==> src/hdl/core_pkg.sv <==
//////////////////////////////////////////////////
// core-wide types shared across the store queue
// thread id, ROB index and the 64-bit data word
// imported by every block that needs these types
//////////////////////////////////////////////////

`default_nettype none

package core_pkg;

	// two hardware threads, one bit
	typedef enum logic [0:0] {
		thread_0 = 1'b0,
		thread_1 = 1'b1
	} thread_id_t;

	localparam int rob_idx_width = 5;   // 32 ROB entries

	typedef logic [rob_idx_width-1:0] rob_idx_t;

	// address or data word
	typedef logic [63:0] word_t;

endpackage : core_pkg

`default_nettype wire

==> src/hdl/lsq_pkg.sv <==
//////////////////////////////////////////////////
// store queue types: dispatch packet, per-thread
// allocation, queue entry, commit port and the
// memory write strobe
// compile after core_pkg
//////////////////////////////////////////////////

`default_nettype none

package lsq_pkg;

	// one dispatch slot, operands already resolved
	typedef struct packed {
		logic                  valid;
		core_pkg::thread_id_t  thread;
		core_pkg::word_t       base;
		core_pkg::word_t       offset;
		core_pkg::word_t       data;
		core_pkg::rob_idx_t    rob_idx;
	} store_dispatch_t;

	// store handed to one thread queue, address formed
	typedef struct packed {
		logic                  valid;
		core_pkg::word_t       addr;
		core_pkg::word_t       data;
		core_pkg::rob_idx_t    rob_idx;
	} store_alloc_t;

	typedef enum logic [1:0] {
		entry_free      = 2'd0,
		entry_pending   = 2'd1,   // waiting for ROB commit
		entry_committed = 2'd2    // waiting to drain
	} entry_state_t;

	typedef struct packed {
		entry_state_t          state;
		core_pkg::word_t       addr;
		core_pkg::word_t       data;
		core_pkg::rob_idx_t    rob_idx;
	} store_entry_t;

	typedef struct packed {
		logic                  valid;
		core_pkg::thread_id_t  thread;
		core_pkg::rob_idx_t    rob_idx;
	} commit_port_t;

	typedef struct packed {
		logic                  valid;
		core_pkg::word_t       addr;
		core_pkg::word_t       data;
	} mem_write_t;

endpackage : lsq_pkg

`default_nettype wire

==> src/hdl/thread_store_queue.sv <==
//////////////////////////////////////////////////
// circular store queue for one thread
// tail allocates, commit pointer follows the ROB,
// head drains committed stores toward memory
// instantiate once per thread, my_thread tied off
//////////////////////////////////////////////////

`default_nettype none

module thread_store_queue #(
	parameter int sq_depth = 8   // power of two
) (
	input  wire logic                       clock,
	input  wire logic                       reset,
	input  wire logic                       mispredict,
	input  wire core_pkg::thread_id_t       my_thread,
	input  wire lsq_pkg::store_alloc_t [1:0] alloc,
	input  wire lsq_pkg::commit_port_t [1:0] commit,
	input  wire logic                       drain_grant,
	output logic                            drain_ready,
	output lsq_pkg::mem_write_t             drain_store,
	output logic [1:0]                      commit_done,
	output logic                            full
);

	import lsq_pkg::*;

	localparam int idx_w = $clog2(sq_depth);

	typedef logic [idx_w:0] ptr_t;   // top bit is the wrap flag

	localparam ptr_t full_level = ptr_t'(sq_depth - 2);

	store_entry_t entries [sq_depth];
	store_entry_t entries_next [sq_depth];

	ptr_t tail, cmt, head;
	ptr_t tail_next, cmt_next, head_next;
	ptr_t cmt_second;        // where port 1 looks
	ptr_t used;

	store_entry_t cmt_entry, second_entry, head_entry;
	logic [1:0]   match;

	//////////////////////////////////////////////////
	// commit matching
	//////////////////////////////////////////////////

	assign cmt_entry = entries[cmt[idx_w-1:0]];

	assign match[0] = commit[0].valid && (commit[0].thread == my_thread) &&
		(cmt_entry.state == entry_pending) && (cmt_entry.rob_idx == commit[0].rob_idx);

	// port 1 sees the next entry once port 0 took the oldest
	assign cmt_second   = match[0] ? cmt + ptr_t'(1) : cmt;
	assign second_entry = entries[cmt_second[idx_w-1:0]];

	assign match[1] = commit[1].valid && (commit[1].thread == my_thread) &&
		(second_entry.state == entry_pending) &&
		(second_entry.rob_idx == commit[1].rob_idx);

	assign commit_done = match;
	assign cmt_next    = cmt + ptr_t'(match[0]) + ptr_t'(match[1]);

	// drain side
	assign head_entry        = entries[head[idx_w-1:0]];
	assign drain_ready       = (head_entry.state == entry_committed);
	assign drain_store.valid = drain_ready;
	assign drain_store.addr  = head_entry.addr;
	assign drain_store.data  = head_entry.data;
	assign head_next         = head + ptr_t'(drain_grant);

	// flush rewinds tail to the post-commit pointer
	assign tail_next = mispredict ? cmt_next :
		tail + ptr_t'(alloc[0].valid) + ptr_t'(alloc[1].valid);

	// fewer than two free slots
	assign used = tail - head;
	assign full = (used > full_level);

	//////////////////////////////////////////////////
	// entry update
	//////////////////////////////////////////////////

	always_comb begin
		entries_next = entries;

		if (alloc[0].valid) begin
			entries_next[tail[idx_w-1:0]].state   = entry_pending;
			entries_next[tail[idx_w-1:0]].addr    = alloc[0].addr;
			entries_next[tail[idx_w-1:0]].data    = alloc[0].data;
			entries_next[tail[idx_w-1:0]].rob_idx = alloc[0].rob_idx;
		end
		if (alloc[1].valid) begin   // only set together with slot 0
			entries_next[idx_w'(tail + ptr_t'(1))].state   = entry_pending;
			entries_next[idx_w'(tail + ptr_t'(1))].addr    = alloc[1].addr;
			entries_next[idx_w'(tail + ptr_t'(1))].data    = alloc[1].data;
			entries_next[idx_w'(tail + ptr_t'(1))].rob_idx = alloc[1].rob_idx;
		end

		if (match[0])
			entries_next[cmt[idx_w-1:0]].state = entry_committed;
		if (match[1])
			entries_next[cmt_second[idx_w-1:0]].state = entry_committed;

		// wrong-path stores vanish, committed ones stay
		if (mispredict) begin
			for (int i = 0; i < sq_depth; i++) begin
				if (entries_next[i].state == entry_pending)
					entries_next[i].state = entry_free;
			end
		end

		if (drain_grant)
			entries_next[head[idx_w-1:0]].state = entry_free;
	end

	always_ff @(posedge clock) begin
		if (reset) begin
			tail <= '0;
			cmt  <= '0;
			head <= '0;
			for (int i = 0; i < sq_depth; i++) begin
				entries[i].state <= entry_free;
			end
		end else begin
			tail    <= tail_next;
			cmt     <= cmt_next;
			head    <= head_next;
			entries <= entries_next;
		end
	end

	a_no_alloc_when_full: assert property (@(posedge clock) disable iff (reset)
		alloc[0].valid |-> !full);

	// the arbiter may only pick a committed head
	a_grant_committed: assert property (@(posedge clock) disable iff (reset)
		drain_grant |-> (head_entry.state == entry_committed));

endmodule : thread_store_queue

`default_nettype wire

==> config.mk <==
export PLATFORM = sky130hd
export DESIGN_NAME = thread_store_queue
export DESIGN_NICKNAME = d
export VERILOG_FILES = /design/src/hdl/core_pkg.sv /design/src/hdl/lsq_pkg.sv /design/src/hdl/thread_store_queue.sv
export SDC_FILE = /design/constraint.sdc
export NUM_CORES = 2
export LEC_CHECK = 0
export ABC_AREA = 1
export BUFFER_PORTS_ARGS = -buffer_cell sky130_fd_sc_hd__buf_4
export CORE_ASPECT_RATIO = 0.7
export CORE_MARGIN = 1.5
export CORE_UTILIZATION = 65
export CTS_CLUSTER_DIAMETER = 60
export CTS_CLUSTER_SIZE = 16
export DETAILED_ROUTE_END_ITERATION = 8
export PLACE_DENSITY = 0.93
export SLEW_MARGIN = 0
export SYNTH_ARGS = -nofsm -noshare
export SYNTH_HDL_FRONTEND = slang
export SYNTH_SLANG_ARGS = --single-unit
==> constraint.sdc <==
create_clock -name clock -period 89.6 [get_ports clock]
set_input_delay 26.88 -clock clock [delete_from_list [all_inputs] [get_ports clock]]
set_output_delay 26.88 -clock clock [all_outputs]
set_load 0.02 [all_outputs]
# After elaboration in Yosys (flattened, before gate mapping)
# Index checks and enable logic that the tools add are counted.
# Widths: inputs -> output; s select.
totals:
  inputBits: 287
  output_inout_bits: 133
  regBits: 1092
classes:
  order_cmp: 11
  n_bitwise: 5
  reduce_logical: 11
  n_addsub: 8
  eq_ne: 15
  mux: 65
op_table:
  columns: ["op", "count"]
  rows:
  - ["$bwmux 1080", 11]
  - ["$mux 1080", 5]
  - ["$demux 135 s3", 11]
  - ["$mux 135", 11]
  - ["$bmux 135 s3", 3]
  - ["$mux 133", 2]
  - ["$mux 69", 2]
  - ["$mux 2", 16]
  - ["$add 4x1->4", 5]
  - ["$eq 2x1->1 const B", 10]
  - ["$ge 4x4->1 const B", 5]
  - ["$lt 4x1->1 const B", 5]
  - ["$not 3->4", 5]
  - ["$logic_and 1x1->1", 11]
  - ["$eq 5x5->1", 2]
  - ["$mux 5", 2]
  - ["$add 3x1->3 const B", 2]
  - ["$gt 4x3->1 const B", 1]
  - ["$mux 4", 1]
  - ["$sub 4x4->4", 1]
  - ["$mux 3", 1]
  - ["$eq 1x1->1", 2]
  - ["$eq 2x2->1 const B", 1]

# Logic depth before layout (Yosys ltp)
logic_depth:
  depth_word: 24
  ltp_mapped: 31
  depth_no_buf: 31

# Least setup slack after synthesis
# OpenSTA, ideal clock, no wires.
synth_path:
  kind: "input port to output port"
  from: "in commit[5] (netlist bit)"
  to: "out commit_done[1]"
  t_required_ns: 62.720
  path_buffers: 1
  setup_slack_ns: 33.891
  arrival_time_ns: 28.829
  cell_stages: 23
  path_cell_list: "inv_1 > nand2_1 > nand2_1 > nor2_1 > nand2_1 > nor2_1 > nand2_1 > nor2_1 > nand2_2 > nor2_8 > nand2_4 > nand2_8 > nand2_4 > buf_6 > nand2_1 > nand2_1 > nand2_1 > nand2_1 > o21ai_1 > nand3_2 > nor2_8 > nand2_2 > inv_2"
synth_via:
  elab_chain_cells: 12
  elab_cells_between_ends: 13
  classes_between: "eq/ne (3); mux (4); bitwise (1); reduce/logical (5)"
synth_lines:
  columns: ["item", "line_no", "rtl"]
  rows:
  - ["start: declaration", "thread_store_queue.sv:18", "input wire lsq_pkg::commit_port_t [1:0] commit,"]
  - ["$eq 1x1->1 (*)", "thread_store_queue.sv:51", "assign match[0] = commit[0].valid && (commit[0].thread == my_thread) &&"]
  - ["$logic_and 1x1->1 (*) (2 in series)", "thread_store_queue.sv:51", null]
  - ["$logic_and 1x1->1 (*)", "thread_store_queue.sv:52", "(cmt_entry.state == entry_pending) && (cmt_entry.rob_idx == commit[0].rob_idx);"]
  - ["$mux 3 (*)", "thread_store_queue.sv:55", "assign cmt_second = match[0] ? cmt + ptr_t'(1) : cmt;"]
  - ["$not 3->4 (not written as such) (*)", "thread_store_queue.sv:56", "assign second_entry = entries[cmt_second[idx_w-1:0]];"]
  - ["$bmux 135 s3 (*)", "thread_store_queue.sv:56", null]
  - ["$mux 135 (not written as such) (*) (2 in series)", "thread_store_queue.sv:56", null]
  - ["$eq 2x1->1", "thread_store_queue.sv:59", "(second_entry.state == entry_pending) &&"]
  - ["$logic_and 1x1->1", "thread_store_queue.sv:58", "assign match[1] = commit[1].valid && (commit[1].thread == my_thread) &&"]
  - ["$logic_and 1x1->1 (*)", "thread_store_queue.sv:59", null]
  - ["end: declaration", "thread_store_queue.sv:22", "output logic [1:0] commit_done,"]
# Mark *: on every way between the ends. The rest lies on a longest branch, timed or not. The select of a mux whose other input is x is not followed.

# Worst setup path after layout
layout_path:
  from: "in my_thread"
  to: "out commit_done[1]"
layout_via:
  elab_chain_cells: 12
  elab_cells_between_ends: 15
  classes_between: "eq/ne (4); mux (4); bitwise (1); reduce/logical (6)"
layout_lines:
  columns: ["item", "line_no", "rtl"]
  rows:
  - ["start: declaration", "thread_store_queue.sv:16", "input wire core_pkg::thread_id_t my_thread,"]
  - ["$eq 1x1->1", "thread_store_queue.sv:51", null]
  - ["$logic_and 1x1->1 (2 in series)", "thread_store_queue.sv:51", null]
  - ["$logic_and 1x1->1", "thread_store_queue.sv:52", null]
  - ["$mux 3", "thread_store_queue.sv:55", null]
  - ["$not 3->4 (not written as such)", "thread_store_queue.sv:56", null]
  - ["$bmux 135 s3", "thread_store_queue.sv:56", null]
  - ["$mux 135 (not written as such) (2 in series)", "thread_store_queue.sv:56", null]
  - ["$eq 2x1->1", "thread_store_queue.sv:59", null]
  - ["$logic_and 1x1->1", "thread_store_queue.sv:58", null]
  - ["$logic_and 1x1->1 (*)", "thread_store_queue.sv:59", null]
# Marks and branches as above.

==> impl_metrics.yaml <==
floorplanning:
  die_h_um: 263
  initial_core_util_pct: 65.5
  core_um2: 95800
  io_pins: 420
  rows: 95
  die-area_um2: 98500
  die_x_um: 375
sta:
  finalMaxSlewViolations: 0
  rsz0062_at_grt: "false"
  setup_slack_ns: 32.74
  finalCritPeriodShare_pct: 63.5
  period_needed_ns: 56.86
  setup_viol: 0
  fin_skew_ns: 0.0353
  hold_viol_final: 0
  tightest_slew_ns: 1.30
  fin_tns_setup_ns: 0
  slew_headroom_pct: 13.1
  max_freq_mhz: 17.6
  hold-worst-slack_ns: 0.494
placement:
  place_congestion: 0.956
  io_buffers: 419
  dp_hpwl_mm: 118
  dp_cells: 7725
  dp_slack_ns: 32.81
  place_area_um2: 65900
synthesis:
  ys_seq_area_share_pct: 51.8
  netlist.area_leader.share_pct: 50.9
  ys_warn_count: 0
  ys_seq_elements: 1092
  syn_area_um2: 62800
  ys_top_cells_by_area: "edfxtp_1, mux2i_1, o22ai_1, o21ai_0, nor2_1"
  syn_nets: 6909
  synth_flop_cell: "edfxtp_1"
  async_flop_share_pct: 0
  synth_largest_area_cell: "edfxtp_1"
  avgSynthCellArea_um2: 9.50
  synthCells: 6610
  yosysUniqueCellTypes: 45
  synth_edf_count: 1064
power_and_ir_drop:
  leakagePower_nw: 28.9
  p_int_mw: 0.890
  power_mw: 1.29
  switching_share_pct: 30.9
  combPwrFrac_pct: 21.9
  p_switching_mw: 0.398
  p_clk_share_pct: 28.0
  ir_drop_mv: 0.0166
  power_density_nw_per_um2: 18.9
  pwr-share-seq_pct: 50.1
global_routing:
  grt_pass1_vias: 56700
  grtUsageTotal_pct: 44.2
  grt_pass1_wl_mm: 339
  grt_max_degree: 246
  grt_antenna_before_repair: 33
  grt_overflow: 0
detailed_routing:
  drt_iter0_drc: 13200
  drt_wl_total_mm: 228
  via_per_inst: 7.61
  dr.pass1.iters: 9
  wire_per_inst_um: 29.0
  ant_nets: 0
  drcViolationCount: 8
  vias: 59800
layout:
  final_cells: 7851
  fin_nets: 6845
  final_cell_mix: "edfxtp_1, o22ai_1, nor2_1"
  final_core_util_pct: 71.2
  design_area_um2: 68200
  drive_gt1_share_pct: 9.86
  fillCellCount: 6550
  syn_to_final_growth_pct: 8.61
  layout_commonest_cell: "edfxtp_1"
clock_tree:
  cts_max_level: 3
  clk_latency_ns: 0.71
  clockBufferDepth: 3
  clk_pin_slew_ns: 0.07
  cts_hold_buf: 0
  cts-buffers-inserted: 80
  cts_num_sinks: 1092
  post_cts_resized: 0
  cts_tree: "yes"
  ctsRootBufferMaster: "clkbuf_16"
  post_cts.repair.setup_buffers: 0
status:
  failed_checks: "design-rule violations"
  status: "finished, violations left"
critical_path:
  critPathCaptureType: "output port"
  path_class: "input port to output port"
  critPathLaunchType: "input port"
  reg2reg_depth: 25
  arrival_ns: 29.98
  crit_fanout: 33
  required_ns: 62.72
hold_path:
  hold_path.class: "flop to flop"
  worst_hold_path.num_cells: 2
flow_run:
  cap_viol_max_count: 0
-- area by class of cell --
| class | count | area (um2) | area share, % |
|---|---|---|---|
| Sequential cell | 1092 | 32500 | 47.7 |
| Multi-Input combinational cell | 4486 | 26500 | 38.8 |
| Timing Repair Buffer | 490 | 3770 | 5.53 |
| Clock buffer | 94 | 2100 | 3.07 |
| Tap cell | 1261 | 1580 | 2.31 |
| Inverter | 396 | 1560 | 2.29 |
| Clock inverter | 12 | 164 | 0.240 |
| Antenna cell | 20 | 50.0 | 0.0734 |
-- kinds of logic after synthesis --
family / synth area share, %
simple gates: 10.0
fa+ha+maj: 0.275
buf+inv: 6.28
xor+xnor: 0.126
compound gates: 22.0
mux: 9.52
flops: 51.8
-- final timing paths --
path                        end  slack [ns]               start
max              commit_done[1]       32.74           my_thread
min          head[3]$_SDFF_PP0_        0.49  head[3]$_SDFF_PP0_
max reg2reg  tail[2]$_SDFF_PP0_       84.09   cmt[1]$_SDFF_PP0_
min reg2reg  head[3]$_SDFF_PP0_        0.49  head[3]$_SDFF_PP0_
-- power by group through the flow --
stage / sequential [mW] / combinational (mW) / clock, mW
floorplan: 0.668 / 0.170 / 0
global placement: 0.652 / 0.256 / 0
detailed placement: 0.655 / 0.266 / 0
CTS: 0.644 / 0.268 / 0.354
global route: 0.649 / 0.294 / 0.371
finish: 0.645 / 0.282 / 0.361
-- cells in the mapped netlist, drive strengths merged (5+ instances only) --
cell / instances
a21boi: 7
a21oi: 200
buf: 88
clkbuf: 548
dfxtp: 28
edfxtp: 1064
ha: 9
inv: 392
mux2i: 597
nand2: 738
nand3: 66
nand3b: 5
nor2: 795
o2111ai: 130
o211ai: 90
o21ai: 752
o22ai: 895
o32ai: 170
xnor2: 5
-- per-layer routing --
| metal | track usage, % | share of wire (%) | up-vias |
|---|---|---|---|
| met2 | 62.8 | 41 | 6642 |
| met5 | 0 | 0.090 | - |
| li1 | - | - | 24500 |
| met1 | 57.8 | 32 | 27100 |
| met4 | 26.0 | 7.3 | 30 |
| met3 | 16.7 | 19 | 1590 |
-- flip-flops by register name, indices dropped and copies added (netlist names) --
register / cells
head: 4
tail: 4
entries: 1080
cmt: 4
-- worst max-delay path: stages --
cell,delay [ns]
buf_4,0.12
nand2_1,0.06
nand2_1,0.05
nor2_1,0.08
nand2_1,0.05
nor2_1,0.08
nand2_1,0.07
nor2_1,0.14
nand2_2,0.11
nor2_8,0.15
nand3_2,0.47
nand2_4,0.51
nand2_1,0.11
o21ai_1,0.11
nand2_1,0.07
nand2_1,0.08
nor2_1,0.05
nand2_1,0.05
nand2_1,0.08
nor2_4,0.27
nand2_2,0.12
inv_2,0.12
buf_4,0.15
Note: power is estimated with default switching activity, not from simulation.
