**src/hdl/core_pkg.sv**
```systemverilog
//////////////////////////////////////////////////
// core-wide types shared across the store queue
// thread id, ROB index and the 64-bit data word
// imported by every block that needs these types
//////////////////////////////////////////////////

`default_nettype none

package core_pkg;

	// two hardware threads, one bit
	typedef enum logic [0:0] {
		thread_0 = 1'b0,
		thread_1 = 1'b1
	} thread_id_t;

	localparam int rob_idx_width = 5;   // 32 ROB entries

	typedef logic [rob_idx_width-1:0] rob_idx_t;

	// address or data word
	typedef logic [63:0] word_t;

endpackage : core_pkg

`default_nettype wire

```
**src/hdl/lsq_pkg.sv**
```systemverilog
//////////////////////////////////////////////////
// store queue types: dispatch packet, per-thread
// allocation, queue entry, commit port and the
// memory write strobe
// compile after core_pkg
//////////////////////////////////////////////////

`default_nettype none

package lsq_pkg;

	// one dispatch slot, operands already resolved
	typedef struct packed {
		logic                  valid;
		core_pkg::thread_id_t  thread;
		core_pkg::word_t       base;
		core_pkg::word_t       offset;
		core_pkg::word_t       data;
		core_pkg::rob_idx_t    rob_idx;
	} store_dispatch_t;

	// store handed to one thread queue, address formed
	typedef struct packed {
		logic                  valid;
		core_pkg::word_t       addr;
		core_pkg::word_t       data;
		core_pkg::rob_idx_t    rob_idx;
	} store_alloc_t;

	typedef enum logic [1:0] {
		entry_free      = 2'd0,
		entry_pending   = 2'd1,   // waiting for ROB commit
		entry_committed = 2'd2    // waiting to drain
	} entry_state_t;

	typedef struct packed {
		entry_state_t          state;
		core_pkg::word_t       addr;
		core_pkg::word_t       data;
		core_pkg::rob_idx_t    rob_idx;
	} store_entry_t;

	typedef struct packed {
		logic                  valid;
		core_pkg::thread_id_t  thread;
		core_pkg::rob_idx_t    rob_idx;
	} commit_port_t;

	typedef struct packed {
		logic                  valid;
		core_pkg::word_t       addr;
		core_pkg::word_t       data;
	} mem_write_t;

endpackage : lsq_pkg

`default_nettype wire

```
**src/hdl/store_drain_arbiter.sv**
```systemverilog
//////////////////////////////////////////////////
// memory drain arbiter
// one committed store per cycle, thread 0 wins,
// the chosen store is registered onto mem_write
// as a single-cycle strobe
//////////////////////////////////////////////////

`default_nettype none

module store_drain_arbiter (
	input  wire logic                      clock,
	input  wire logic                      reset,
	input  wire logic [1:0]                drain_ready,
	input  wire lsq_pkg::mem_write_t [1:0] drain_store,
	output logic [1:0]                     drain_grant,
	output lsq_pkg::mem_write_t            mem_write
);

	// fixed priority
	assign drain_grant[0] = drain_ready[0];
	assign drain_grant[1] = drain_ready[1] & ~drain_ready[0];

	//////////////////////////////////////////////////
	// write register
	//////////////////////////////////////////////////

	always_ff @(posedge clock) begin
		if (reset) begin
			mem_write.valid <= 1'b0;
		end else begin
			mem_write.valid <= |drain_grant;   // high for one cycle per grant
			if (drain_grant[0]) begin
				mem_write.addr <= drain_store[0].addr;
				mem_write.data <= drain_store[0].data;
			end else if (drain_grant[1]) begin
				mem_write.addr <= drain_store[1].addr;
				mem_write.data <= drain_store[1].data;
			end
		end
	end

	a_one_grant: assert property (@(posedge clock) disable iff (reset)
		$onehot0(drain_grant));

	// a grant must land on a store the queue actually offers
	for (genvar t = 0; t < 2; t++) begin : g_grant_chk
		a_grant_has_store: assert property (@(posedge clock) disable iff (reset)
			drain_grant[t] |-> drain_store[t].valid);
	end

endmodule : store_drain_arbiter

`default_nettype wire

```
**config.mk**
```make
export PLATFORM = sky130hd
export DESIGN_NAME = store_drain_arbiter
export DESIGN_NICKNAME = d
export VERILOG_FILES = /design/src/hdl/core_pkg.sv /design/src/hdl/lsq_pkg.sv /design/src/hdl/store_drain_arbiter.sv
export SDC_FILE = /design/constraint.sdc
export NUM_CORES = 1
export LEC_CHECK = 0
export ABC_AREA = 1
export BUFFER_PORTS_ARGS = -buffer_cell sky130_fd_sc_hd__buf_2
export CORE_AREA = 2 2 154 156
export CTS_BUF_LIST = sky130_fd_sc_hd__clkbuf_8
export DETAILED_ROUTE_END_ITERATION = 10
export DIE_AREA = 0 0 156 158
export HOLD_SLACK_MARGIN = 0.08
export RECOVER_POWER = 50
export SLEW_MARGIN = 40
export SYNTH_ARGS = -nofsm -noshare
export SYNTH_HDL_FRONTEND = slang
export SYNTH_SLANG_ARGS = --single-unit
```
**constraint.sdc**
```tcl
create_clock -name clock -period 16.7 [get_ports clock]
set_input_delay 3.34 -clock clock [delete_from_list [all_inputs] [get_ports clock]]
set_output_delay 3.34 -clock clock [all_outputs]
set_load 0.01 [all_outputs]
```
Yosys cells after proc, flatten, opt, wreduce, memory -nomap -nowiden --
Index checks and enable logic that the tools add are counted.
Storage, ports and cells: register bits 129, bits of input ports 262, output and inout port bits 131, word-level logic and storage cells 11
Operators by class: muxes and demuxes 2, bitwise gates (word level) 3, reductions and logical operators 3
Operator list (count):
- two-way mux 128 bit | 2
- NOT 1 bit | 2
- AND reduction 2 bit | 1
- nonzero test 2 bit | 1
- OR reduction 2 bit | 1
- bitwise AND 1 bit | 1

Longest topological paths before layout --
Gate-level depths: netlist of run 1.
depth after elaboration 4, depth in mapped cells 6, depth with buffers taken out 3

Worst setup path before layout of run 1 --
Ideal clock, no wire load.
kind input to register, start point input port drain_ready[0], end point register mem_write[0] (netlist bit), enable pin, library setup time 617 ps, data arrival time 9051 ps, data required time 16083 ps, path slack 7032 ps, stages on the path 4, buffers on the path 2, path through buf_4 buf_2 nor2_1 nor2_1
Between the ends: word-level cells in the longest chain between the ends 4
RTL lines:
- start, declared | line store_drain_arbiter.sv:13 | input wire logic [1:0] drain_ready,
- NOT 1 bit | line store_drain_arbiter.sv:21 | assign drain_grant[1] = drain_ready[1] & ~drain_ready[0];
- bitwise AND 1 bit | line store_drain_arbiter.sv:21
- nonzero test 2 bit (no line) (*)
- AND reduction 2 bit (no line) (*)
- end, declared | line store_drain_arbiter.sv:16 | output lsq_pkg::mem_write_t mem_write
Every way passes the cells marked *; elsewhere a longest branch is shown, timed or not. A chain may end at the register's enable or synchronous reset.

Final worst setup path of run 1 --
start point input port drain_ready[0], end point register mem_write[101] (netlist bit) (data pin)
Between the ends: word-level cells in the longest chain between the ends 1
RTL lines:
- two-way mux 128 bit | line store_drain_arbiter.sv:32 | if (drain_grant[0]) begin
Every way passes these cells.

==> results.md, run 1 <==
GRT:
- For this run, the total global-route usage over all layers was measured as 0.1291.
- The initial antenna violation count is 0.
- The total overflow left after global routing is 0.
- The first global-routing pass estimated approximately 24 mm of wire.
- The number of global-route vias before repair was around 4,500.
- The largest net degree at the start of global routing is 74.

Clock tree:
- The cell sitting at the root of the clock tree is a sky130_fd_sc_hd__clkbuf_8.
- The number of sinks driven by the clock tree is ~130.
- The total CTS buffers is 17.
- The number of cells upsized or downsized after cts is 0.
- The hold buffer count at CTS is 0.
- In this run the post-CTS setup repair buffer count came out at 0.
- The count of H-tree levels built during CTS is 4.
- The buffer levels on the longest clock path is 2.
- The clock tree from TritonCTS is built.
- The register clock-pin slew on the reported worst setup and hold paths is ~70 ps.

Die:
- The die outline area is ~25,000 µm².
- The initial utilization of the core area, before any placement, comes to 0.2436.
- After floorplanning, the core was divided into 56 placement rows.
- The core region is between 20,000 and 25,000 µm².
- The width of the die is about 160 µm.
- The I/O pin count is around 390.
- The height of the chip is 158 µm.

Place:
- The cell area after placement is ~7700 µm².
- The final estimated routing congestion in global placement is about 0.77.
- The total of buffers placed on input and output ports is 390.
- The worst slack at placement is 9171 ps.
- The detailed placer's ending HPWL is ~13 mm.
- The number of cells after detailed placement is 1,203.

Timing:
- The final count of hold timing violations is 0.
- Of the available clock period, the critical path in the final layout requires 0.5767.
- The final critical-path required period is between 9000 and 10,000 ps.
- After routing, the total negative slack on setup checks comes to 0 ps.
- After layout, the worst setup slack is approximately 7100 ps.
- The max-slew violation total from the final report is 202.
- Setup repair after global routing left no endpoint under its margin.
- At the pin with the least slew margin, the transition time is between 3000 and 4000 ps.
- The worst relative slew slack is -1.263.
- The setup-violating endpoint count in the final report is 0.
- The highest clock rate is 0.1038 GHz.

Worst setup path:
- The required time at the worst-slack endpoint is roughly 17,000 ps.
- The peak fanout along the critical path is 73.
- The worst path arrival time is around 10000 ps.
- The worst setup path is launched from a primary input.
- The critical path starts at drain_ready[0].
- STA classifies the critical path endpoint as a register.
- The critical path ends at mem_write[101]$_DFFE_PP_.
- The path type of the worst setup path is primary input to register.

Routing:
- The iteration count of the initial detailed-routing pass is 4.
- The post-detailed-routing wire length is ~17 mm.
- In the routed design, unresolved DRC markers number 0.
- Across all layers, the routed design uses just under 5,000 vias.
- Using the TritonRoute via totals, the vias-per-cell ratio works out to ~4.
- The iteration-0 DRC count of the detailed router is between 200 and 250.
- Dividing the detail-routed wire length by the instance count gives 13.82 µm.
- The post-route antenna net violation count is 0.

Power:
- For this design the static power due to leakage is around 3.8 nW.
- The worst supply voltage drop on vdd is approximately 0.045 mV.
- The design draws 0.8389 mW.
- In this run the power density over the cells is 104.7 nW/µm².

Yosys:
- The sequential cell area fraction in the yosys report is 0.6881.
- The share of synthesized area in the top cell type comes to 0.6845.
- Counting every net in the synthesized netlist gives just over 800.
- After synthesis the netlist holds a flip-flop and latch count of 129.
- The synthesized netlist contains 13 unique library cells.
- The post-synthesis cell type with the largest combined area is sky130_fd_sc_hd__edfxtp_1.
- The post-synthesis instance area is roughly 5600 µm².
- Synthesis produced a netlist whose cell count is roughly 550.
- By area the synthesized netlist is led by sky130_fd_sc_hd__edfxtp_1 68%, sky130_fd_sc_hd__nand2_1 25%, sky130_fd_sc_hd__buf_6 2.6%.
- The synthesized area divided by synthesized cell count is just over 10 µm².
- The number of warnings printed during yosys synthesis is 0.

Cells and area:
- Counting flops per register, the top entry is mem_write.
- The largest registers in the layout are mem_write x129.
- The finished cells cover 8015 µm².
- The area growth from synthesis to final layout is 42.74%.
- The antenna diode count is 0.
- After the last flow step, the layout net total stands at 1,194.
- The ratio of cells with drive above 1 in the final layout is 0.3220.
- The number of flip-flops under the largest register name is around 130.
- The count of cells in the finished layout, fillers not included, comes to around 1,200.

Outcome:
- The run finished, with violations left.
- The final reports fail on max-capacitance violations, max-slew violations.

Hold path:
- The worst min-delay path class is primary input to register.
- Counting instances, the worst hold path has a depth of 2.

Run:
- The max capacitance violation total is 3.
power by group:
group          switching (mW)  internal (mW)
registers             0.00842          0.394
logic                  0.0714         0.0457
clock network           0.127          0.192
total                   0.207          0.632
cells in the final DEF (no fill, tap or decap):
master	n
sky130_fd_sc_hd__bufinv_16	6
sky130_fd_sc_hd__buf_2	260
sky130_fd_sc_hd__clkinvlp_2	1
sky130_fd_sc_hd__inv_6	2
sky130_fd_sc_hd__nor2_1	3
sky130_fd_sc_hd__clkinvlp_4	2
sky130_fd_sc_hd__clkbuf_8	17
sky130_fd_sc_hd__clkinv_1	1
sky130_fd_sc_hd__nand2_2	10
sky130_fd_sc_hd__buf_6	1
sky130_fd_sc_hd__inv_1	2
sky130_fd_sc_hd__edfxtp_1	128
sky130_fd_sc_hd__dfxtp_1	1
sky130_fd_sc_hd__clkinv_4	2
sky130_fd_sc_hd__clkbuf_1	131
sky130_fd_sc_hd__buf_4	2
sky130_fd_sc_hd__nand2_1	374
sky130_fd_sc_hd__nor2_4	1
logic make-up after synthesis:
kind of cell / count (synthesis) / share of synthesized area
buffers and inverters: 32 / 0.04813
and+or+nand+nor: 388 / 0.2638
DFF: 129 / 0.6881
how the worst min path moves through the flow:
stage          startpoint                   endpoint  slack [ps]
5_1_grt             reset  mem_write[128]$_SDFF_PP0_        3070
4_1_cts             reset  mem_write[128]$_SDFF_PP0_        3070
2_1_floorplan       reset  mem_write[128]$_SDFF_PP0_        3410
3_3_place_gp        reset  mem_write[128]$_SDFF_PP0_        3550
3_5_place_dp        reset  mem_write[128]$_SDFF_PP0_        3560
6_report            reset  mem_write[128]$_SDFF_PP0_        3120
metrics by stage:
step	utilization	hold slack, ps
4_1_cts	0.3551	3069
3_3_place_gp	0.3345	3552
2_1_floorplan	-	3412
6_report	0.3477	3121
5_1_grt	0.3477	3073
3_5_place_dp	0.3346	3557
per-layer routing:
metal,wire [µm],global-route usage,up-vias
li1,-,-,2523
met1,6829,0.1430,2102
met2,8401,0.2265,264
met3,1538,0.04873,20
met4,284,0.04762,0
met5,0,0,-
layout make-up:
type | instances | area [µm²]
tap | 290 | 362.8
multi-input combinational | 388 | 1489
clock inverter | 14 | 237.7
inverter | 2 | 8.758
sequential | 129 | 3864
clock buffer | 17 | 234.0
fill | 2460 | 15040
timing repair buffer | 394 | 1819
synth_stat cells:
| master | instances |
|---|---|
| sky130_fd_sc_hd__nand2_1 | 374 |
| sky130_fd_sc_hd__edfxtp_1 | 128 |
| sky130_fd_sc_hd__buf_6 | 13 |
| sky130_fd_sc_hd__buf_2 | 12 |
| sky130_fd_sc_hd__nand2_2 | 10 |
| sky130_fd_sc_hd__nor2_1 | 4 |
| sky130_fd_sc_hd__buf_4 | 2 |
| sky130_fd_sc_hd__buf_12 | 1 |
| sky130_fd_sc_hd__buf_8 | 1 |
| sky130_fd_sc_hd__clkbuf_1 | 1 |
| sky130_fd_sc_hd__dfxtp_1 | 1 |
| sky130_fd_sc_hd__inv_1 | 1 |
| sky130_fd_sc_hd__inv_4 | 1 |
critical path, stage by stage:
cell,delay (ps)
sky130_fd_sc_hd__clkbuf_1,2140
sky130_fd_sc_hd__clkinvlp_2,2960
sky130_fd_sc_hd__buf_4,950
sky130_fd_sc_hd__nand2_1,140
sky130_fd_sc_hd__nand2_1,130
Note: power is estimated with default switching activity, not from simulation.
==> run 2: changes to the inputs <==
==> constraint.sdc (replaced) <==
create_clock -name clock -period 9.1 [get_ports clock]
set_input_delay 1.82 -clock clock [delete_from_list [all_inputs] [get_ports clock]]
set_output_delay 1.82 -clock clock [all_outputs]
set_load 0.01 [all_outputs]
==> results.md, run 2 (same netlist as run 1, synthesis figures left out) <==
Worst setup path:
- Traced cell by cell, the critical path runs through clkbuf_1 > buf_2.
- The kind of cell with the highest combined delay along the critical path is buffers and inverters.
- The count of cell instances traversed by the critical path was 2 (-3).
- The path type of the worst setup path is primary input to output port.
- The required time at the worst-slack endpoint was 7280 ps (-9560 ps).
- The biggest cell delay along the critical path is 2140 ps (-820 ps).
- The buffers plus inverters on the worst setup path is 2 (-1).
- The peak fanout along the critical path was 72 (-1.4%).
- The master of the slowest instance on the critical path is sky130_fd_sc_hd__clkbuf_1.
- STA classifies the critical path startpoint as a primary input.
- The worst path arrival time is 4400 ps (-5370 ps).
- The type of destination of the critical path is an output port.

Routing:
- The post-detailed-route DRC marker count is 0 (unchanged).
- The mean routed wirelength per cell is 13.83 µm (about the same).
- The iteration-0 DRC count of the detailed router came to 184 (-25%).
- The detailed-route via count is 4,888 (-0.43%).
- The post-detailed-routing wire length is 17.05 mm (about the same).
- The iteration count of the initial detailed-routing pass is 4 (unchanged).
- The via count normalized by instance count is 3.964 (-0.35%).
- The post-route antenna net violation count was 0 (unchanged).

Clock tree:
- The total CTS buffers was 17 (unchanged).
- The number of cells upsized or downsized after cts is 0 (unchanged).
- The hold buffer count at CTS is 0 (unchanged).
- The register clock-pin slew on the reported worst setup and hold paths came to 70 ps (about the same).
- TritonCTS built the clock tree.
- The number of sinks driven by the clock tree is 129 (unchanged).
- The root cell of the clock tree is sky130_fd_sc_hd__clkbuf_8.
- The buffer levels on the longest clock path is 2 (unchanged).
- The count of H-tree levels built during CTS is 4 (unchanged).
- The number of buffers inserted to repair setup after CTS is 0 (unchanged).

Cells and area:
- The area growth from synthesis to final layout is 42.02%.
- The antenna diode count is 0 (unchanged).
- The utilization after layout was 0.3460 (-0.001737).
- The ratio of cells with drive above 1 in the final layout is 0.3213 (-0.0007189).
- The top cell types in the final layout, fill and taps aside, are 376 x sky130_fd_sc_hd__nand2_1, 260 x sky130_fd_sc_hd__buf_2, 130 x sky130_fd_sc_hd__clkbuf_1.
- The register with the most flip-flops is mem_write.
- The number of nets in the layout is 1,194 (unchanged).
- The largest registers in the layout are mem_write x129.
- The number of flip-flops under the largest register name is 129 (unchanged).
- The post-route cell area came to 7975 µm² (-0.50%).
- The most common cell after layout, fill and taps aside is sky130_fd_sc_hd__nand2_1.

Timing:
- Setup repair after global routing left no endpoint under its margin.
- The slack of the critical path is 2877 ps (-4192 ps).
- The final worst-path cycle share is 0.6838.
- The smallest clock period supported by the final layout is computed as between 6000 and 7000 ps.
- The final hold slack is 1605 ps (-1516 ps).
- Based on the critical path, the design can be clocked at up to roughly 0.16 GHz.
- The final count of hold timing violations is 0 (unchanged).
- The max-slew violation total from the final report was 73 (-64%).
- The final setup TNS is 0 ps (unchanged).
- The setup-violating endpoint count in the final report is 0 (unchanged).
- The worst relative slew slack is -1.066 (+0.1971).
- The pin slew with the least headroom to its limit is 3098 ps (-295.6 ps).

Die:
- The width of the die is 156 µm (unchanged).
- The height of the chip came to 158 µm (unchanged).
- The number of cell rows came to 56 (unchanged).
- The die outline area came to 24,650 µm² (unchanged).
- The starting density of the core is 0.2436 (unchanged).
- The I/O pin count is 393 (unchanged).
- The core area is 23,050 µm² (unchanged).

GRT:
- The overall fraction of global-route tracks in use is 0.1307 (+0.001623).
- The largest net degree at the start of global routing came to 88 (+19%).
- The first-pass GRT wire length was 23.85 mm (+0.82%).
- The total global routing overflow is 0 (unchanged).
- The initial antenna violation count is 0 (unchanged).
- The number of global-route vias before repair was 4,425 (-0.96%).

Place:
- The total of buffers placed on input and output ports is 390 (unchanged).
- The worst slack at placement is 4610 ps (-4561 ps).
- The detailed placer's ending HPWL is 12.68 mm (-0.47%).
- The final estimated routing congestion in global placement came to 0.7390 (-3.5%).
- The cell area after placement was 7717 µm² (about the same).

Power:
- The total power per unit cell area is 185.5 nW/µm² (+77%).
- The leakage power summed over all cells is 3.775 nW (-0.43%).
- The worst supply voltage drop on vdd is 0.1015 mV (+130%).

Hold path:
- The hold-critical path depth was 2 (unchanged).
- In this run the worst hold path is classified as primary input to register.

Run:
- The max capacitance violation total is 1 (-2).

Outcome:
- The checks that failed: max-capacitance violations, max-slew violations.
- The flow ran to the end, but the final reports show violations.
==> run 2: worst paths after layout <==
kind | startpoint | to
max | drain_ready[0] | drain_grant[0]
min | reset | mem_write[128]$_SDFF_PP0_
==> run 2: per-stage QoR <==
stage	instances	total power, mW
after CTS	1233	1.520
after floorplan	549	0.8574
after global routing	1233	1.562
final	1233	1.479
after detailed placement	1203	0.9802
after global placement	1203	0.9765
==> run 2: final cells by class <==
type | instances | area, µm²
clock buffers | 17 | 234.0
repair buffers | 394 | 1831
clock inverters | 13 | 190.2
multi-input cells | 388 | 1484
flip-flops and latches | 129 | 3864
well taps | 290 | 362.8
fillers | 2467 | 15080
inverters | 2 | 10.01
==> run 2: power by group <==
part / switching [mW] / internal, mW
logic: 0.131 / 0.0835
clock network: 0.232 / 0.297
registers: 0.0152 / 0.721
==> run 2: layer usage <==
| layer | routed length (µm) | track usage | vias to the layer above |
|---|---|---|---|
| met5 | 0 | 0 | - |
| met4 | 232 | 0.05199 | 0 |
| met3 | 1438 | 0.04243 | 14 |
| met2 | 8395 | 0.2282 | 260 |
| met1 | 6984 | 0.1486 | 2093 |
| li1 | - | - | 2521 |
