File: src/hdl/core_pkg.sv
//////////////////////////////////////////////////
// core-wide types shared across the store queue
// thread id, ROB index and the 64-bit data word
// imported by every block that needs these types
//////////////////////////////////////////////////

`default_nettype none

package core_pkg;

	// two hardware threads, one bit
	typedef enum logic [0:0] {
		thread_0 = 1'b0,
		thread_1 = 1'b1
	} thread_id_t;

	localparam int rob_idx_width = 5;   // 32 ROB entries

	typedef logic [rob_idx_width-1:0] rob_idx_t;

	// address or data word
	typedef logic [63:0] word_t;

endpackage : core_pkg

`default_nettype wire

File: src/hdl/lsq_pkg.sv
//////////////////////////////////////////////////
// store queue types: dispatch packet, per-thread
// allocation, queue entry, commit port and the
// memory write strobe
// compile after core_pkg
//////////////////////////////////////////////////

`default_nettype none

package lsq_pkg;

	// one dispatch slot, operands already resolved
	typedef struct packed {
		logic                  valid;
		core_pkg::thread_id_t  thread;
		core_pkg::word_t       base;
		core_pkg::word_t       offset;
		core_pkg::word_t       data;
		core_pkg::rob_idx_t    rob_idx;
	} store_dispatch_t;

	// store handed to one thread queue, address formed
	typedef struct packed {
		logic                  valid;
		core_pkg::word_t       addr;
		core_pkg::word_t       data;
		core_pkg::rob_idx_t    rob_idx;
	} store_alloc_t;

	typedef enum logic [1:0] {
		entry_free      = 2'd0,
		entry_pending   = 2'd1,   // waiting for ROB commit
		entry_committed = 2'd2    // waiting to drain
	} entry_state_t;

	typedef struct packed {
		entry_state_t          state;
		core_pkg::word_t       addr;
		core_pkg::word_t       data;
		core_pkg::rob_idx_t    rob_idx;
	} store_entry_t;

	typedef struct packed {
		logic                  valid;
		core_pkg::thread_id_t  thread;
		core_pkg::rob_idx_t    rob_idx;
	} commit_port_t;

	typedef struct packed {
		logic                  valid;
		core_pkg::word_t       addr;
		core_pkg::word_t       data;
	} mem_write_t;

endpackage : lsq_pkg

`default_nettype wire

File: src/hdl/store_dispatch.sv
//////////////////////////////////////////////////
// dispatch front end of the store queue
// adds base and offset for both slots and packs
// each thread's stores, in slot order, onto that
// thread's allocation pair
//////////////////////////////////////////////////

`default_nettype none

module store_dispatch (
	input  wire logic                          clock,
	input  wire logic                          reset,
	input  wire lsq_pkg::store_dispatch_t [1:0] dispatch,   // slot 0 is older
	input  wire logic [1:0]                    mispredict,
	input  wire logic [1:0]                    full,         // per-thread queue full
	output lsq_pkg::store_alloc_t [1:0]        alloc_t0,
	output lsq_pkg::store_alloc_t [1:0]        alloc_t1
);

	import core_pkg::*;
	import lsq_pkg::*;

	store_alloc_t [1:0] slot;          // both slots with address formed
	store_alloc_t [1:0] alloc_q [2];   // per-thread packed pair
	logic [1:0]         keep [2];      // slot goes to this thread

	// effective address
	always_comb begin
		for (int s = 0; s < 2; s++) begin
			slot[s].valid   = dispatch[s].valid;
			slot[s].addr    = dispatch[s].base + dispatch[s].offset;
			slot[s].data    = dispatch[s].data;
			slot[s].rob_idx = dispatch[s].rob_idx;
		end
	end

	//////////////////////////////////////////////////
	// steering
	//////////////////////////////////////////////////

	always_comb begin
		for (int t = 0; t < 2; t++) begin
			for (int s = 0; s < 2; s++) begin
				// a store racing its own thread's flush is lost
				keep[t][s] = dispatch[s].valid && !mispredict[t] &&
					(dispatch[s].thread == thread_id_t'(t));
			end

			// lowest kept slot lands in position 0
			if (keep[t][0])
				alloc_q[t][0] = slot[0];
			else if (keep[t][1])
				alloc_q[t][0] = slot[1];
			else
				alloc_q[t][0] = '0;

			alloc_q[t][1] = (keep[t][0] && keep[t][1]) ? slot[1] : '0;
		end
	end

	assign alloc_t0 = alloc_q[0];
	assign alloc_t1 = alloc_q[1];

	// upstream must respect the level full flag of the target thread
	for (genvar s = 0; s < 2; s++) begin : g_full_chk
		a_no_dispatch_when_full: assert property (@(posedge clock) disable iff (reset)
			dispatch[s].valid |-> !full[dispatch[s].thread]);
	end

endmodule : store_dispatch

`default_nettype wire

File: config.mk
export PLATFORM = sky130hd
export DESIGN_NAME = store_dispatch
export DESIGN_NICKNAME = d
export VERILOG_FILES = /design/src/hdl/core_pkg.sv /design/src/hdl/lsq_pkg.sv /design/src/hdl/store_dispatch.sv
export SDC_FILE = /design/constraint.sdc
export NUM_CORES = 1
export LEC_CHECK = 0
export BUFFER_PORTS_ARGS = -buffer_cell sky130_fd_sc_hd__clkbuf_2
export CAP_MARGIN = 20
export CORE_AREA = 3 3 369 371
export DETAILED_ROUTE_END_ITERATION = 10
export DIE_AREA = 0 0 372 374
export PLACE_DENSITY = 0.3
export SLEW_MARGIN = 0
export SYNTH_ARGS = -nofsm -noshare
export SYNTH_HDL_FRONTEND = slang
export SYNTH_SLANG_ARGS = --single-unit
File: constraint.sdc
create_clock -name vclk -period 6.1
set_input_delay 0.915 -clock vclk [all_inputs]
set_output_delay 0.915 -clock vclk [all_outputs]
set_load 0.005 [all_outputs]
# After elaboration in Yosys (flattened, before gate mapping)
# Cells that the tools add are included.
totals:
  ff_bits: 0
  wordCells: 22
classes:
  addsub: 2
  mux: 6
  n_bitwise: 2
  reduce_logical: 12
ops:
  columns: ["operator", "n"]
  rows:
  - ["2-to-1 mux 134 bit", 6]
  - ["adder 64 bit", 2]
  - ["logical AND 1 bit", 10]
  - ["logical NOT 1 bit", 2]
  - ["NOT 1 bit", 2]

# Depth between registers and ports, before layout
# Gate-level depths: netlist (run 1).
depth:
  ltp_word: 5
  mapped_depth: 13

# Worst setup path after synthesis (run 1)
# OpenSTA, ideal clock, no wires.
synth_timing:
  kind: "input-to-output"
  start: "input dispatch[268] in the netlist's numbering"
  end: "output alloc_t0[129] in the netlist's numbering"
  arrival_time_ns: 3.988
  path_slack_ns: 1.197
  stages: 13
  n_path_buf: 0
  path_cell_list: "ha_1 > inv_1 > fa_1 > nand2b_1 > a21oi_1 > o2111ai_1 > a311o_1 > nor3b_2 > or4_4 > a31o_4 > o31ai_4 > xor2_1 > a221o_2"
synth_lines:
  columns: ["item", "line_no", "rtl"]
  rows:
  - ["start, declared", "store_dispatch.sv:13", "input wire lsq_pkg::store_dispatch_t [1:0] dispatch,"]
  - ["end, declared", "store_dispatch.sv:16", "output lsq_pkg::store_alloc_t [1:0] alloc_t0,"]

==> flow_summary.yaml, run 1 <==
layout:
  fin_util_pct: 14.2
  seq_cells: 0
  post_layout_nonfiller_instances: 4522
  final_nets: 3258
  syn_to_final_growth_pct: 64.1
  seq_area_um2: 0
  nClkBuffers: 0
  fillers: 15900
  drive_gt1_share_pct: 39.3
sta:
  fmax_mhz: 172
  setup_ws_ps: 302
  rsz0062_at_grt: "false"
  hold_viol: 0
  drv_slew: 0
  fin_setup_tns_ps: 0
  max_slew_margin_pct: 35.9
  final.period_utilization_pct: 95.1
  setup_viol: 0
  fin_crit_ps: 5800
  hold_ws_ps: 2150
  tightest_slew_ps: 960
setup_path:
  cp.required_ps: 5180
  start_kind: "primary input"
  cp_max_fo: 3
  end_kind: "output pin"
  crit_type: "primary input to output pin"
  arrival_ps: 4880
synthesis:
  avgSynthCellArea_um2: 6.29
  netlist_instances: 1828
  synth_warnings: 0
  syn-num-nets: 2360
  ys_top_cells_by_area: "ha_1, a22o_1, and2_1, o21ai_0, nor2_1"
  synth_top_area_share_pct: 13.7
  yosysTopAreaCell: "ha_1"
  netlist_area_um2: 11500
  yosysSeqAreaShare_pct: 0
  synthDistinctLibCells: 64
floorplan:
  core-area_um2: 133000
  rows: 134
  initial_core_util_pct: 8.63
  dieArea_um2: 139000
  dieHeight_um: 374
  die_x_um: 372
  io_pins: 940
grt:
  grt_pass1_wl_um: 157000
  grt_antenna_before_repair: 56
  grt_pass1_vias: 18200
  grt_max_degree: 123
  track_usage_pct: 15.9
  grt_overflow: 0
power_and_ir_drop:
  p_leak_nw: 9.38
  p_switching_mw: 1.34
  clkPwrFrac_pct: 0
  p_per_area_nw_per_um2: 110
  switching_share_pct: 64.6
  comb_power_share_pct: 100.0
  internal_power_uw: 736
  ir_worst_vdd_uv: 40.2
  p_seq_share_pct: 0
route:
  dr.pass1.iters: 5
  post_drt_wl_per_cell_um: 25.9
  first_iter_violations: 1163
  antenna_left: 1
  wirelength_um: 117000
  drc: 0
  avgViaCountPerCell: 4.01
  vias: 18100
placed_design:
  port_buffers: 936
  place_hpwl_um: 105000
  place.gp.congestion: 0.862
  dp_cells: 4492
  dp_slack_ps: 65.3
min_path:
  hold_class: "primary input to output pin"
status:
  status: "finished, violations left"
  violations: "antenna violations"
clock_tree:
  post_cts_buffers: 0
  cts-hold-fix-buffers: 0
flow_run:
  maxCapViolCount: 0
synth_stat cells (all sizes together) (10+ instances only):
master and n:
o21bai 27, a22o 152, o21ai 175, o211ai 10, o22ai 25, nand2 182, xor2 54, and2 146
a31oi 20, o31ai 13, buf 18, nor2 207, xnor2 76, nor3 17, nand4 42, nor2b 13
inv 40, a211oi 19, o21a 18, a21oi 141, and3 10, a21o 48, clkbuf 122, nand3 23
ha 126, nand2b 13
stage by stage:
stage	cell area (um^2)	total power, mW
3_3_place_gp	18800	2.14
3_5_place_dp	18800	2.13
4_1_cts	18800	2.14
5_1_grt	18800	2.29
6_report	18900	2.08
2_1_floorplan	11500	0.919
area by class of cell:
type | count | area, um^2 | area share, %
inverter | 40 | 150 | 0.795
antenna | 30 | 75.1 | 0.398
multi-input combinational | 1648 | 10900 | 57.8
tap | 1768 | 2210 | 11.7
timing repair buffer | 1036 | 5520 | 29.2
final timing paths:
kind	slack [ps]	cells after the start	end	startpoint
max	300	18	alloc_t0[130]	dispatch[70]
min	2150	3	alloc_t1[1]	dispatch[1]
per-layer routing:
layer | vias up | track usage, % | wire length (um) | part of all wire (%)
met5 | - | 0 | 150 | 0.13
met4 | 24 | 1.06 | 951 | 0.81
met3 | 67 | 4.55 | 9490 | 8.1
met2 | 683 | 24.5 | 50200 | 43
met1 | 8815 | 22.6 | 56200 | 48
li1 | 8533 | - | - | -
power by group through the flow:
stage / combinational (mW) / sequential, mW / clock, mW
floorplan: 0.919 / 0 / 0
global placement: 2.14 / 0 / 0
detailed placement: 2.13 / 0 / 0
CTS: 2.14 / 0 / 0
global route: 2.29 / 0 / 0.0000000440
finish: 2.08 / 0 / 0.000000823
cells in the final DEF (no fill, tap or decap), types with 17 or more instances in the layout:
master / n
a21oi_1: 138
a31oi_1: 20
buf_4: 93
a21o_1: 48
nand3_1: 22
xnor2_1: 72
nor2_1: 205
ha_1: 126
diode_2: 30
nand4_1: 42
o21a_1: 18
a22o_1: 152
clkbuf_2: 936
o21ai_0: 172
nor3_1: 17
and2_1: 145
xor2_1: 53
o21bai_1: 27
o22ai_1: 25
a211oi_1: 19
nand2_1: 181
inv_1: 40
kinds of logic after synthesis:
group	synth area share (%)
buf+inv	5.94
mux	0.0870
xor+xnor	9.90
simple gates	28.6
fa+ha+maj	14.1
compound gates	41.4
worst max-delay path: stages:
cell and delay [ps]:
clkbuf_2 110, ha_1 300, a211oi_1 440, o21ai_0 220, buf_4 200, nand4_1 110
buf_4 150, a31oi_1 150, buf_4 220, a21oi_1 280, o21bai_1 200, a41oi_1 460
buf_4 200, nor3_1 50, a311oi_1 320, buf_4 250, o22ai_1 110, clkbuf_2 180
timing repair:
item / in CTS / in global routing
gates resized for setup: 0 / 2
endpoints found under the hold margin: 0 / 0
endpoints found under the setup margin: 0 / 2
No activity file was read; power rests on OpenSTA's default activity.
==> run 2: changes to the inputs <==
--- a/config.mk
+++ b/config.mk
@@ -10,6 +10,7 @@
 export CORE_AREA = 3 3 369 371
 export DETAILED_ROUTE_END_ITERATION = 10
 export DIE_AREA = 0 0 372 374
+export MAX_ROUTING_LAYER = met4
 export PLACE_DENSITY = 0.3
 export SLEW_MARGIN = 0
 export SYNTH_ARGS = -nofsm -noshare
==> run 2 against run 1 <==
The flow now finishes without violations. Utilization rose by 0.083 points. Total power rose by 0.43%. Fmax fell by 0.26%. Largest power group unchanged. Highest routed layer is now met4. Routed wire length rose by 0.39%. Final area rose by 0.58%. Largest cell class unchanged.
==> flow_summary.yaml, run 2 (synthesis gave the netlist of run 1 again) <==
clock_tree:
  cts-hold-fix-buffers: 0
power_and_ir_drop:
  switching_share_pct: 64.5
  internal_power_uw: 740
  ir_worst_vdd_uv: 35.6
  p_leak_nw: 9.44
  clkPwrFrac_pct: 0
  p_seq_share_pct: 0
  p_switching_mw: 1.35
  comb_power_share_pct: 100.0
  p_per_area_nw_per_um2: 110
setup_path:
  end_kind: "output pin"
  cp_max_fo: 3
  crit_path_frequent_cell: "clkbuf_2"
  crit_type: "primary input to output pin"
  worstPathCellList: "clkbuf_2 -> ha_1 -> inv_1 -> fa_1 -> nand2b_1 -> a21oi_2 -> o2111ai_1 -> a311o_1 -> nor3b_2 -> or4_4 -> a31o_4 -> o31ai_4 -> xor2_1 -> buf_4 -> a221o_2 -> clkbuf_2"
  slowest_stage: "or4_4"
  slowest_delay_ps: 550
  arrival_ps: 4900
  cp.required_ps: 5180
  start_kind: "primary input"
floorplan:
  die_x_um: 372
  dieArea_um2: 139000
  dieHeight_um: 374
  io_pins: 940
  rows: 134
  initial_core_util_pct: 8.63
  core-area_um2: 133000
sta:
  fin_crit_ps: 5810
  final.period_utilization_pct: 95.3
  tightest_slew_ps: 940
  drv_slew: 0
  max_slew_margin_pct: 36.9
  fmax_mhz: 172
  setup_viol: 0
  rsz0062_at_grt: "false"
  fin_setup_tns_ps: 0
  hold_viol: 0
status:
  status: "complete, no violations"
layout:
  fillers: 15900
  drive_gt1_share_pct: 39.5
  fin_util_pct: 14.2
  final_nets: 3266
  layout_commonest_cell: "clkbuf_2"
  syn_to_final_growth_pct: 65.1
  nClkBuffers: 0
  seq_area_um2: 0
  final_cell_mix: "clkbuf_2, nor2_1, nand2_1, o21ai_0, a22o_1"
  seq_cells: 0
route:
  wirelength_um: 117000
  vias: 18200
  post_drt_wl_per_cell_um: 25.9
  antenna_left: 0
  drc: 0
  avgViaCountPerCell: 4.01
  dr.pass1.iters: 5
  first_iter_violations: 1173
placed_design:
  port_buffers: 936
  place_hpwl_um: 106000
  place.gp.congestion: 0.864
grt:
  grt_overflow: 0
  track_usage_pct: 16.3
  grt_pass1_wl_um: 156000
  grt_antenna_before_repair: 59
  grt_max_degree: 72
  grt_pass1_vias: 18000
min_path:
  hold_class: "primary input to output pin"
flow_run:
  maxCapViolCount: 0
[run 2: metal layers]
layer / routed length [um] / up-vias / share of wire (%) / track usage, %
met5: 0 / - / 0 / -
met4: 918 / 0 / 0.78 / 1.41
met3: 10200 / 37 / 8.7 / 4.38
met2: 50400 / 705 / 43 / 24.3
met1: 56000 / 8924 / 48 / 22.7
li1: - / 8563 / - / -
[run 2: path summary, 6_finish.rpt]
kind / from / to / slack, ps / depth (start not counted)
hold / removal: dispatch[0] / alloc_t0[0] / 2150 / 3
setup / recovery: dispatch[268] / alloc_t1[129] / 290 / 16
[run 2: power by group through the flow]
stage	clock [mW]	combinational, mW	sequential (mW)
5_1_grt	0.000000599	2.30	0
6_report	0.000000267	2.09	0
3_5_place_dp	0	2.14	0
2_1_floorplan	0	0.919	0
4_1_cts	0	2.15	0
3_3_place_gp	0	2.15	0
[run 2: timing repair]
action	CTS	global route
gates resized for setup	0	2
setup buffers	0	0
setup endpoints to repair	0	4
hold endpoints to repair	0	0
[run 2: critical path: cells and delay by family]
family	cells	cell delay [ps]
AO/OA/AOI/OAI	6	1740
AND/OR/NAND/NOR	3	980
adder cells (fa/ha/maj)	2	650
XOR/XNOR	1	110
buffers and inverters	4	490
[run 2: through the flow]
stage	cell area (um^2)	worst slack [ps]	power, mW	hold WS [ps]	std cells
4_1_cts	18900	49.9	2.15	2150	4500
5_1_grt	19000	67.5	2.30	2170	4530
3_5_place_dp	18900	59.9	2.14	2150	4500
6_report	19000	286	2.09	2150	4543
3_3_place_gp	18900	101	2.15	2150	4500
2_1_floorplan	11500	1200	0.919	1940	1828
[run 2: area by class of cell]
class	count	area, um^2	area share [%]
multi-input cells	1648	10900	57.5
repair buffers	1044	5600	29.5
well taps	1768	2210	11.6
inverters	40	150	0.791
diodes	43	108	0.567
==> run 3: changes to the inputs <==
--- a/config.mk
+++ b/config.mk
@@ -11,7 +11,7 @@
 export DETAILED_ROUTE_END_ITERATION = 10
 export DIE_AREA = 0 0 372 374
 export MAX_ROUTING_LAYER = met4
-export PLACE_DENSITY = 0.3
+export PLACE_DENSITY = 0.33
 export SLEW_MARGIN = 0
 export SYNTH_ARGS = -nofsm -noshare
 export SYNTH_HDL_FRONTEND = slang
==> run 3 against run 2 <==
Setup slack gained 29 ps. Critical path depth is the same. Sequential share of layout area is the same. Global-route usage grew 0.25 points. Worst hold slack lost 2.5 ps. Total power grew 1.5%. Final cell count is essentially flat. Utilization is essentially flat. First-iteration DRC count grew 10%. Non-clock buffer count grew 4.
==> flow_summary.yaml, run 3 (synthesis gave the netlist of run 1 again) <==
grt:
  grt.met1_usage_pct: 23.2
  grt_max_degree: 72
  grt_antenna_before_repair: 55
  grt_use_met3_pct: 3.75
  grt-busiest-layer: "met2"
  gr-usage-met2_pct: 25.1
  grt_overflow: 0
  grt_pass1_wl_um: 157000
  track_usage_pct: 16.6
  grt_pass1_vias: 17900
flow_run:
  maxCapViolCount: 0
layout:
  final_nets: 3270
  fin_util_pct: 14.2
  fillers: 15800
  post_layout_nonfiller_instances: 4540
  fin_area_um2: 19000
  final_cell_mix: "clkbuf_2, nor2_1, nand2_1, o21ai_0, a22o_1"
  drive_gt1_share_pct: 39.5
  seq_area_um2: 0
  nClkBuffers: 0
  seq_cells: 0
  layout_commonest_cell: "clkbuf_2"
  syn_to_final_growth_pct: 64.8
route:
  drc: 0
  antenna_left: 0
  first_iter_violations: 1290
  vias: 18300
  dr.pass1.iters: 5
  avgViaCountPerCell: 4.02
  post_drt_wl_per_cell_um: 26.3
  wirelength_um: 120000
placed_design:
  dpl-instance-area_um2: 18800
  place_hpwl_um: 107000
  dp_cells: 4503
  dp_slack_ps: -91.8
  port_buffers: 936
  place.gp.congestion: 0.920
sta:
  setup_ws_ps: 315
  max_slew_margin_pct: 39.3
  hold_viol: 0
  setup_viol: 0
  fin_crit_ps: 5780
  final.period_utilization_pct: 94.8
  hold_ws_ps: 2150
  drv_slew: 0
  fin_setup_tns_ps: 0
  tightest_slew_ps: 911
  fmax_mhz: 173
  rsz0062_at_grt: "false"
setup_path:
  arrival_ps: 4870
  crit_type: "primary input to output pin"
  start_kind: "primary input"
  crit_start: "dispatch[268]"
  cp.required_ps: 5180
  end_kind: "output pin"
  cp_max_fo: 3
power_and_ir_drop:
  p_total_mw: 2.12
  internal_power_uw: 738
  p_seq_share_pct: 0
  p_per_area_nw_per_um2: 112
  p_leak_nw: 9.42
  ir_worst_vdd_uv: 40.0
  clkPwrFrac_pct: 0
  p_switching_mw: 1.38
  switching_share_pct: 65.1
  comb_power_share_pct: 100.0
floorplan:
  dieArea_um2: 139000
  io_pins: 940
  rows: 134
  core-area_um2: 133000
  die_x_um: 372
  initial_core_util_pct: 8.63
  dieHeight_um: 374
min_path:
  whs_path_depth: 3
  min_to: "alloc_t0[40]"
  hold_class: "primary input to output pin"
  hp-start: "dispatch[40]"
status:
  status: "complete, no violations"
clock_tree:
  cts-hold-fix-buffers: 0
==> run 3: power groups by stage <==
stage	registers (mW)	logic (mW)	clock network (mW)
after floorplan	0	0.919	0
after global placement	0	2.16	0
after detailed placement	0	2.15	0
after CTS	0	2.17	0
after global routing	0	2.31	0.000000553
final	0	2.12	0.000000190
==> run 3: layout make-up <==
cell class                 count  area, um^2  area share [%]
antenna                       36        90.1           0.475
inverter                      40         150           0.792
tap                         1768        2210            11.7
multi-input combinational   1648       10900            57.6
timing repair buffer        1048        5590            29.5
==> run 3: metal layers <==
metal,vias to the layer above,routed length (um),share of wire [%]
met5,-,0,0
met4,0,897,0.75
met3,34,8930,7.5
met2,707,51900,43
met1,8951,57900,48
li1,8570,-,-
==> run 3: worst max-delay path by stage <==
stage                     to  cells after the start
2_1_floorplan  alloc_t0[129]                     13
3_3_place_gp   alloc_t0[129]                     15
3_5_place_dp   alloc_t0[129]                     15
4_1_cts        alloc_t0[129]                     15
5_1_grt        alloc_t1[131]                     16
6_report       alloc_t0[129]                     16
==> run 3: repair_timing <==
action,CTS,global route
gates resized for setup,2,2
pin swaps,0,1
endpoints found under the hold margin,0,0
setup buffers,0,1
endpoints found under the setup margin,2,4
==> run 3: worst max-delay path, cell delays in order <==
cell,delay [ps]
clkbuf_2,90
ha_1,180
inv_1,60
fa_1,440
nand2b_1,210
a21oi_2,260
o2111ai_1,190
a311o_1,360
nor3b_2,210
or4_4,560
a31o_4,290
o31ai_4,210
buf_12,150
xor2_2,110
a221o_2,460
clkbuf_2,170
